File: src/logic/stripe_macros.svh
`ifndef STRIPE_MACROS_SVH
`define STRIPE_MACROS_SVH

// Number of memory channels striped per wide card beat
`define STRIPE_N_CHAN 4

// Width of one channel slice, also one user beat
`define STRIPE_DATA_BITS 32

// Byte keep bits per slice
`define STRIPE_KEEP_BITS (`STRIPE_DATA_BITS/8)

// Width of a command beat count
`define STRIPE_LEN_BITS 8

// Pending segment commands held ahead of the multiplexer
`define STRIPE_CMD_DEPTH 4

`endif

File: src/logic/stripe_ctrl_pkg.sv
`default_nettype none

package stripe_ctrl_pkg;

  // Multiplexer FSM
  // ST_IDLE waits for a command, ST_MUX drains channels round-robin
  typedef enum logic [0:0] {
    ST_IDLE = 1'b0,
    ST_MUX  = 1'b1
  } mux_state_t;

endpackage

`default_nettype wire

File: src/logic/stripe_cmd_pkg.sv
`default_nettype none

`include "stripe_macros.svh"

package stripe_cmd_pkg;

  // Segment end opcode, SEG_LAST raises user_tlast on the final beat
  typedef enum logic [0:0] {
    SEG_CONT = 1'b0,
    SEG_LAST = 1'b1
  } seg_end_t;

  // Number of user beats in a segment, minus one
  typedef logic [`STRIPE_LEN_BITS-1:0] seg_len_t;

endpackage

`default_nettype wire

File: src/logic/chan_fifo.sv
`timescale 1ns/1ps
`default_nettype none

`include "stripe_macros.svh"

module chan_fifo #(
  parameter int DEPTH = 4
) (
  input  logic                         aclk,
  input  logic                         aresetn,
  // Write side, one slice of the wide card beat
  input  logic                         in_valid,
  output logic                         in_ready,
  input  logic [`STRIPE_DATA_BITS-1:0] in_data,
  input  logic [`STRIPE_KEEP_BITS-1:0] in_keep,
  // Read side, toward the multiplexer
  output logic                         out_valid,
  input  logic                         out_ready,
  output logic [`STRIPE_DATA_BITS-1:0] out_data,
  output logic [`STRIPE_KEEP_BITS-1:0] out_keep
);

  localparam int PTR_W = (DEPTH > 1) ? $clog2(DEPTH) : 1;
  localparam int CNT_W = $clog2(DEPTH + 1);
  localparam logic [PTR_W-1:0] LAST_IDX = PTR_W'(DEPTH - 1);
  localparam logic [CNT_W-1:0] FULL_CNT = CNT_W'(DEPTH);

  // Slice storage
  logic [`STRIPE_DATA_BITS-1:0] data_mem [DEPTH];
  logic [`STRIPE_KEEP_BITS-1:0] keep_mem [DEPTH];

  logic [PTR_W-1:0] wr_ptr_q;
  logic [PTR_W-1:0] rd_ptr_q;
  logic [CNT_W-1:0] count_q;

  logic push;
  logic pop;

  // Full refuses the push even when a pop happens in the same cycle
  assign in_ready  = (count_q != FULL_CNT);
  assign out_valid = (count_q != '0);
  assign push      = in_valid && in_ready;
  assign pop       = out_valid && out_ready;

  // Oldest slice at the read pointer
  assign out_data = data_mem[rd_ptr_q];
  assign out_keep = keep_mem[rd_ptr_q];

  always_ff @(posedge aclk) begin
    if (push) begin
      data_mem[wr_ptr_q] <= in_data;
      keep_mem[wr_ptr_q] <= in_keep;
    end
  end

  // Pointers and occupancy
  always_ff @(posedge aclk) begin
    if (!aresetn) begin
      wr_ptr_q <= '0;
      rd_ptr_q <= '0;
      count_q  <= '0;
    end else begin
      if (push) begin
        wr_ptr_q <= (wr_ptr_q == LAST_IDX) ? '0 : wr_ptr_q + 1'b1;
      end
      if (pop) begin
        rd_ptr_q <= (rd_ptr_q == LAST_IDX) ? '0 : rd_ptr_q + 1'b1;
      end
      if (push && !pop) begin
        count_q <= count_q + 1'b1;
      end else if (pop && !push) begin
        count_q <= count_q - 1'b1;
      end
    end
  end

endmodule

`default_nettype wire

File: src/logic/stripe_cmd_queue.sv
`timescale 1ns/1ps
`default_nettype none

`include "stripe_macros.svh"

module stripe_cmd_queue (
  input  logic                     aclk,
  input  logic                     aresetn,
  // Command push from outside
  input  logic                     cmd_valid,
  output logic                     cmd_ready,
  input  stripe_cmd_pkg::seg_len_t cmd_len,
  input  stripe_cmd_pkg::seg_end_t cmd_end,
  // Head command toward the multiplexer
  output logic                     head_avail,
  output stripe_cmd_pkg::seg_len_t head_len,
  output stripe_cmd_pkg::seg_end_t head_end,
  input  logic                     head_take
);

  import stripe_cmd_pkg::*;

  localparam int DEPTH = `STRIPE_CMD_DEPTH;
  localparam int PTR_W = (DEPTH > 1) ? $clog2(DEPTH) : 1;
  localparam int CNT_W = $clog2(DEPTH + 1);
  localparam logic [PTR_W-1:0] LAST_IDX = PTR_W'(DEPTH - 1);

  seg_len_t len_mem [DEPTH];
  seg_end_t end_mem [DEPTH];

  logic [PTR_W-1:0] wr_ptr_q;
  logic [PTR_W-1:0] rd_ptr_q;
  logic [CNT_W-1:0] count_q;
  logic             push;
  logic             pop;

  assign cmd_ready  = (count_q != CNT_W'(DEPTH));
  assign head_avail = (count_q != '0);
  assign push       = cmd_valid && cmd_ready;
  // Mux only strobes take with a head present, guard anyway
  assign pop        = head_take && head_avail;

  // Head visible the cycle after the push
  assign head_len = len_mem[rd_ptr_q];
  assign head_end = end_mem[rd_ptr_q];

  always_ff @(posedge aclk) begin
    if (push) begin
      len_mem[wr_ptr_q] <= cmd_len;
      end_mem[wr_ptr_q] <= cmd_end;
    end
  end

  always_ff @(posedge aclk) begin
    if (!aresetn) begin
      wr_ptr_q <= '0;
      rd_ptr_q <= '0;
      count_q  <= '0;
    end else begin
      if (push) wr_ptr_q <= (wr_ptr_q == LAST_IDX) ? '0 : wr_ptr_q + 1'b1;
      if (pop)  rd_ptr_q <= (rd_ptr_q == LAST_IDX) ? '0 : rd_ptr_q + 1'b1;
      if (push && !pop)      count_q <= count_q + 1'b1;
      else if (pop && !push) count_q <= count_q - 1'b1;
    end
  end

endmodule

`default_nettype wire

File: src/logic/stripe_src_mux.sv
`timescale 1ns/1ps
`default_nettype none

`include "stripe_macros.svh"

module stripe_src_mux (
  input  logic                                             aclk,
  input  logic                                             aresetn,
  // Head of the command queue
  input  logic                                             head_avail,
  input  stripe_cmd_pkg::seg_len_t                         head_len,
  input  stripe_cmd_pkg::seg_end_t                         head_end,
  output logic                                             head_take,
  // Channel FIFO read side
  input  logic [`STRIPE_N_CHAN-1:0]                        fifo_valid,
  input  logic [`STRIPE_N_CHAN-1:0][`STRIPE_DATA_BITS-1:0] fifo_data,
  input  logic [`STRIPE_N_CHAN-1:0][`STRIPE_KEEP_BITS-1:0] fifo_keep,
  output logic [`STRIPE_N_CHAN-1:0]                        fifo_ready,
  // Narrow user stream
  output logic                                             user_tvalid,
  input  logic                                             user_tready,
  output logic [`STRIPE_DATA_BITS-1:0]                     user_tdata,
  output logic [`STRIPE_KEEP_BITS-1:0]                     user_tkeep,
  output logic                                             user_tlast
);

  import stripe_ctrl_pkg::*;
  import stripe_cmd_pkg::*;

  localparam int SEL_W = (`STRIPE_N_CHAN > 1) ? $clog2(`STRIPE_N_CHAN) : 1;
  localparam logic [SEL_W-1:0] SEL_LAST = SEL_W'(`STRIPE_N_CHAN - 1);

  // -------------------------------------------------------------------
  // State and registers
  // -------------------------------------------------------------------
  mux_state_t       state_q;
  mux_state_t       state_d;
  logic [SEL_W-1:0] sel_q;
  logic [SEL_W-1:0] sel_d;
  seg_len_t         cnt_q;
  seg_len_t         cnt_d;
  // Latched command of the running segment
  seg_len_t         len_q;
  seg_end_t         end_q;

  logic last_beat;
  logic xfer;
  logic seg_done;

  // -------------------------------------------------------------------
  // User stream
  // -------------------------------------------------------------------
  // Selected channel only, so data holds while tready is low
  assign user_tvalid = (state_q == ST_MUX) && fifo_valid[sel_q];
  assign user_tdata  = fifo_data[sel_q];
  assign user_tkeep  = fifo_keep[sel_q];

  // Final beat of the segment, independent of tready
  assign last_beat  = (state_q == ST_MUX) && (cnt_q == len_q);
  assign user_tlast = last_beat && (end_q == SEG_LAST);

  assign xfer     = user_tvalid && user_tready;
  assign seg_done = xfer && last_beat;

  // Pop next command from idle, or back to back on the last beat
  assign head_take = head_avail && ((state_q == ST_IDLE) || seg_done);

  // -------------------------------------------------------------------
  // Next state
  // -------------------------------------------------------------------
  always_comb begin
    state_d = state_q;
    case (state_q)
      ST_IDLE: begin
        if (head_avail) state_d = ST_MUX;
      end
      ST_MUX: begin
        // No follow-on command
        if (seg_done && !head_avail) state_d = ST_IDLE;
      end
      default: state_d = ST_IDLE;
    endcase
  end

  // Beat counter within the segment
  always_comb begin
    cnt_d = cnt_q;
    if (head_take || seg_done) begin
      cnt_d = '0;
    end else if (xfer) begin
      cnt_d = cnt_q + 1'b1;
    end
  end

  // Channel select and FIFO pops
  always_comb begin
    sel_d      = sel_q;
    fifo_ready = '0;
    if (xfer) begin
      fifo_ready[sel_q] = 1'b1;
      if (seg_done) begin
        // Drop the unused slices of this wide beat
        for (int i = 0; i < `STRIPE_N_CHAN; i++) begin
          if (i > int'(sel_q)) fifo_ready[i] = 1'b1;
        end
        sel_d = '0;
      end else if (sel_q == SEL_LAST) begin
        sel_d = '0;
      end else begin
        sel_d = sel_q + 1'b1;
      end
    end
  end

  // -------------------------------------------------------------------
  // Registers
  // -------------------------------------------------------------------
  always_ff @(posedge aclk) begin
    if (!aresetn) begin
      state_q <= ST_IDLE;
      sel_q   <= '0;
      cnt_q   <= '0;
    end else begin
      state_q <= state_d;
      sel_q   <= sel_d;
      cnt_q   <= cnt_d;
    end
  end

  // Command fields, loaded with the pop
  always_ff @(posedge aclk) begin
    if (head_take) begin
      len_q <= head_len;
      end_q <= head_end;
    end
  end

endmodule

`default_nettype wire

File: src/logic/stripe_src_top.sv
`timescale 1ns/1ps
`default_nettype none

`include "stripe_macros.svh"

module stripe_src_top (
  input  logic                                           aclk,
  input  logic                                           aresetn,
  // Segment commands
  input  logic                                           cmd_valid,
  output logic                                           cmd_ready,
  input  stripe_cmd_pkg::seg_len_t                       cmd_len,
  input  stripe_cmd_pkg::seg_end_t                       cmd_end,
  // Wide card stream
  input  logic                                           card_tvalid,
  output logic                                           card_tready,
  input  logic [`STRIPE_N_CHAN*`STRIPE_DATA_BITS-1:0]    card_tdata,
  input  logic [`STRIPE_N_CHAN*`STRIPE_KEEP_BITS-1:0]    card_tkeep,
  // Narrow user stream
  output logic                                           user_tvalid,
  input  logic                                           user_tready,
  output logic [`STRIPE_DATA_BITS-1:0]                   user_tdata,
  output logic [`STRIPE_KEEP_BITS-1:0]                   user_tkeep,
  output logic                                           user_tlast
);

  import stripe_cmd_pkg::*;

  // -------------------------------------------------------------------
  // Internal wiring
  // -------------------------------------------------------------------
  logic                                             card_xfer;
  logic [`STRIPE_N_CHAN-1:0]                        fifo_in_ready;
  logic [`STRIPE_N_CHAN-1:0]                        fifo_out_valid;
  logic [`STRIPE_N_CHAN-1:0]                        fifo_out_ready;
  logic [`STRIPE_N_CHAN-1:0][`STRIPE_DATA_BITS-1:0] fifo_out_data;
  logic [`STRIPE_N_CHAN-1:0][`STRIPE_KEEP_BITS-1:0] fifo_out_keep;

  logic     head_avail;
  logic     head_take;
  seg_len_t head_len;
  seg_end_t head_end;

  // Whole beat only when every channel has room
  assign card_tready = &fifo_in_ready;
  assign card_xfer   = card_tvalid && card_tready;

  stripe_cmd_queue u_cmd_queue (
    .aclk       (aclk),
    .aresetn    (aresetn),
    .cmd_valid  (cmd_valid),
    .cmd_ready  (cmd_ready),
    .cmd_len    (cmd_len),
    .cmd_end    (cmd_end),
    .head_avail (head_avail),
    .head_len   (head_len),
    .head_end   (head_end),
    .head_take  (head_take)
  );

  // One FIFO per channel slice, all written in the same cycle
  for (genvar i = 0; i < `STRIPE_N_CHAN; i++) begin : g_chan
    chan_fifo #(
      .DEPTH (4)
    ) u_chan_fifo (
      .aclk      (aclk),
      .aresetn   (aresetn),
      .in_valid  (card_xfer),
      .in_ready  (fifo_in_ready[i]),
      .in_data   (card_tdata[i*`STRIPE_DATA_BITS +: `STRIPE_DATA_BITS]),
      .in_keep   (card_tkeep[i*`STRIPE_KEEP_BITS +: `STRIPE_KEEP_BITS]),
      .out_valid (fifo_out_valid[i]),
      .out_ready (fifo_out_ready[i]),
      .out_data  (fifo_out_data[i]),
      .out_keep  (fifo_out_keep[i])
    );
  end

  stripe_src_mux u_src_mux (
    .aclk        (aclk),
    .aresetn     (aresetn),
    .head_avail  (head_avail),
    .head_len    (head_len),
    .head_end    (head_end),
    .head_take   (head_take),
    .fifo_valid  (fifo_out_valid),
    .fifo_data   (fifo_out_data),
    .fifo_keep   (fifo_out_keep),
    .fifo_ready  (fifo_out_ready),
    .user_tvalid (user_tvalid),
    .user_tready (user_tready),
    .user_tdata  (user_tdata),
    .user_tkeep  (user_tkeep),
    .user_tlast  (user_tlast)
  );

endmodule

`default_nettype wire

File: config.mk
export PLATFORM = sky130hd
export DESIGN_NAME = stripe_src_top
export DESIGN_NICKNAME = d
export VERILOG_FILES = /design/src/logic/stripe_ctrl_pkg.sv /design/src/logic/stripe_cmd_pkg.sv /design/src/logic/chan_fifo.sv /design/src/logic/stripe_cmd_queue.sv /design/src/logic/stripe_src_mux.sv /design/src/logic/stripe_src_top.sv
export VERILOG_INCLUDE_DIRS = /design/src /design/src/logic
export SDC_FILE = /design/constraint.sdc
export NUM_CORES = 1
export LEC_CHECK = 0
export BUFFER_PORTS_ARGS = -buffer_cell sky130_fd_sc_hd__buf_2
export CAP_MARGIN = 20
export CORE_MARGIN = 4
export CORE_UTILIZATION = 48
export DETAILED_ROUTE_END_ITERATION = 12
export PLACE_DENSITY = 0.69
export SETUP_SLACK_MARGIN = 0.2
export SLEW_MARGIN = 20
export SYNTH_ARGS = -nofsm -noshare
export SYNTH_HDL_FRONTEND = slang
export SYNTH_SLANG_ARGS = --single-unit
File: constraint.sdc
create_clock -name aclk -period 2.8 [get_ports aclk]
set_input_delay 0.14 -clock aclk [delete_from_list [all_inputs] [get_ports aclk]]
set_output_delay 0.14 -clock aclk [all_outputs]
set_load 0.05 [all_outputs]
==> metrics <==
number of synthesized flops with an enable pin=621; Final nets=1854; post-synth top area share=71.3%; required time worst endpoint=2.66 ns; clk buf depth=3; max-cap violation count=0; Syn-to-layout area delta=27.0%; Yosys cell types=42; initial antenna violation count=14; setup ws final=0.0973 ns; min-delay src=cmd_valid; Max VDD drop=0.000431 V; final-report max-slew violation count=0; worst reg-to-reg setup slack=0.13 ns; Die H=241 um; # rows=85; H-tree depth=3; final hold violation count=0; period utilisation layout=96.5%; IO Pins=198; FF-to-FF End=g_chan[1].u_chan_fifo.count_q[2]; gr usage total=22.5%; Setup Skew=0.0236 ns; async set-reset flop share out of synthesis=0%; hold endpoint=u_cmd_queue.wr_ptr_q[0]; grt total ovfl=0; via count=13900; Avg WL per Cell=26.9 um; CTS tree=built; largest net degree at the start of global routing=38; hpwl dp=38200 um; Min-Delay Path Class=in -> reg; Mapped Area=26200 um^2; Initial Utilization=48.5%; die area=58300 um^2; initial DRC count=1183; Buffers on Ports=197; FF-to-FF path depth=10; CTS Root Cell=clkbuf_16; sequential cell area=19800 um^2; Vias per Instance=5.75; Clock transition at path regs=0.06 ns; total power=29.3 mW; hold depth=4; GPL Wtd Cong=0.771; Synth warnings=0; Clock Latency Late Sink=0.60 ns; P per Cell Area=882 nW/um^2; Worst setup SP type=flop; multi-input logic area=6240 um^2; Antenna Nets Post-Route=0; fin crit period=2.70 ns; Setup TNS Final=0 ns; top cells by area, synth=edfxtp_1, mux4_2, dfxtp_1, ha_1, and3_1; Arr. time, crit path=2.56 ns; max_slew headroom=48.0%; Syn Nets=1393; DRT Pass-1 Iters=5; leakage=11.2 nW; layout cells sized above 1=36.6%; worst slack, placed=0.0337 ns; Hold Slack=0.125 ns; # DRC=0; top-count cell post-synth=edfxtp_1; Core Footprint=53900 um^2; unrepaired setup endpoints after global routing=yes; DRT Wirelength=64900 um; FF-to-FF Start=g_chan[1].u_chan_fifo.count_q[1]; Num Clock Sinks=675; Setup violations, final=0; first-pass GRT wire length=93900 um; cell count after synthesis=1196; CTS buffer count=70; number of global-route vias before repair=14500; post-synth top area cell=edfxtp_1; Top FF cell, synth=edfxtp_1; die width=241 um; Max Clk Rate=370 MHz; most frequent cells after synthesis=edfxtp_1, mux4_2, dfxtp_1, ha_1, nand2_1; crit-path max FO=5; # fillers=3766; average size of a mapped cell=21.9 um^2; Seq/Total Area, Yosys=75.4%; critical path class=reg -> out; kind of end point of the critical path=output pin; status=completed; Synth Register Bits=675; worst slew pin tran=0.779 ns
[worst max-delay path by stage]
stage	start	end	slack, ns
4_1_cts	flop	user_tdata[12]	0.07
3_3_place_gp	g_chan[1].u_chan_fifo.count_q[1]	g_chan[1].u_chan_fifo.count_q[2]	0.13
3_5_place_dp	g_chan[1].u_chan_fifo.count_q[1]	g_chan[1].u_chan_fifo.count_q[2]	0.03
2_1_floorplan	g_chan[1].u_chan_fifo.count_q[1]	g_chan[0].u_chan_fifo.count_q[2]	0.17
5_1_grt	flop	user_tdata[12]	0.03
6_report	flop	user_tdata[12]	0.1
[what timing repair did]
| action | CTS | global route |
|---|---|---|
| endpoints found under the hold margin | 626 | 0 |
| gates cloned | 8 | 2 |
| pin swaps | 9 | 8 |
| resized for setup | 93 | 26 |
| hold buffers | 154 | 0 |
| buffers inserted | 23 | 3 |
| endpoints found under the setup margin | 41 | 44 |
[critical path, stage by stage, from the launching register on]
cell	delay, ns
dfxtp_4	0.37
buf_12	0.13
buf_12	0.12
buf_16	0.15
mux4_2	0.51
mux4_2	0.50
buf_6	0.18
[state kept, by name, indices dropped and copies added (netlist names), 8 cells and up, named ones only]
signal                       count
g_chan.u_chan_fifo.data_mem    512
g_chan.u_chan_fifo.keep_mem     64
u_cmd_queue.len_mem             32
g_chan.u_chan_fifo.count_q      12
g_chan.u_chan_fifo.rd_ptr_q      8
g_chan.u_chan_fifo.wr_ptr_q      8
u_src_mux.cnt_q                  8
u_src_mux.len_q                  8
[per-stage QoR]
stage,instance area [um^2],instances,util (%)
after floorplan,26200,1196,-
after global placement,28500,2091,52.9
after detailed placement,28500,2091,52.9
after CTS,33000,2397,61.3
after global routing,33200,2408,61.6
final,33200,2412,61.6
[kinds of logic (layout without fill, tap and decap cells)]
kind of cell    after synthesis  in the layout  synth area share, %
xor+xnor                     18             18                0.603
mux                         204            204                 16.8
compound gates               50             50                 1.25
flops                       675            675                 75.4
buf+inv                      79            589                 1.26
other cells                   0             10                    0
fa+ha+maj                    39             39                 2.01
simple gates                131            131                 2.62
[layout make-up]
type / instances / share of cell area [%]
Tap cell: 696 / 2.62
Multi-Input combinational cell: 442 / 18.8
Antenna cell: 10 / 0.0753
Clock buffer: 90 / 5.63
Timing Repair Buffer: 442 / 12.2
Clock inverter: 31 / 0.908
Sequential cell: 675 / 59.5
Inverter: 26 / 0.301
[where the power goes]
group	total [mW]	leakage (nW)	switching (mW)	internal, mW
Clock	8.85	1.06	3.67	5.18
Sequential	13.4	6.12	0.546	12.8
Combinational	7.06	4.07	4.11	2.95
Total	29.3	11.2	8.33	21.0
[placed cells by master (no fill, tap or decap), types with 12 or more instances in the layout]
cell type	count
clkbuf_1	18
and3_2	16
ha_1	29
mux2i_1	15
o21ai_0	12
buf_6	33
dlygate4sd3_1	154
buf_2	161
edfxtp_1	621
buf_12	28
dfxtp_1	40
nor2_1	21
nand2_1	33
or3_1	16
clkinv_1	12
a21oi_1	19
buf_4	47
clkbuf_16	74
inv_1	24
mux4_2	189
[layer usage]
layer | vias to the layer above | GRT usage, % | wire [um]
li1 | 5934 | - | -
met1 | 7278 | 29.7 | 25500
met2 | 530 | 38.1 | 33100
met3 | 115 | 5.33 | 4500
met4 | 10 | 5.88 | 1710
met5 | - | 0 | 69
Power figures use the tool's default switching activity.
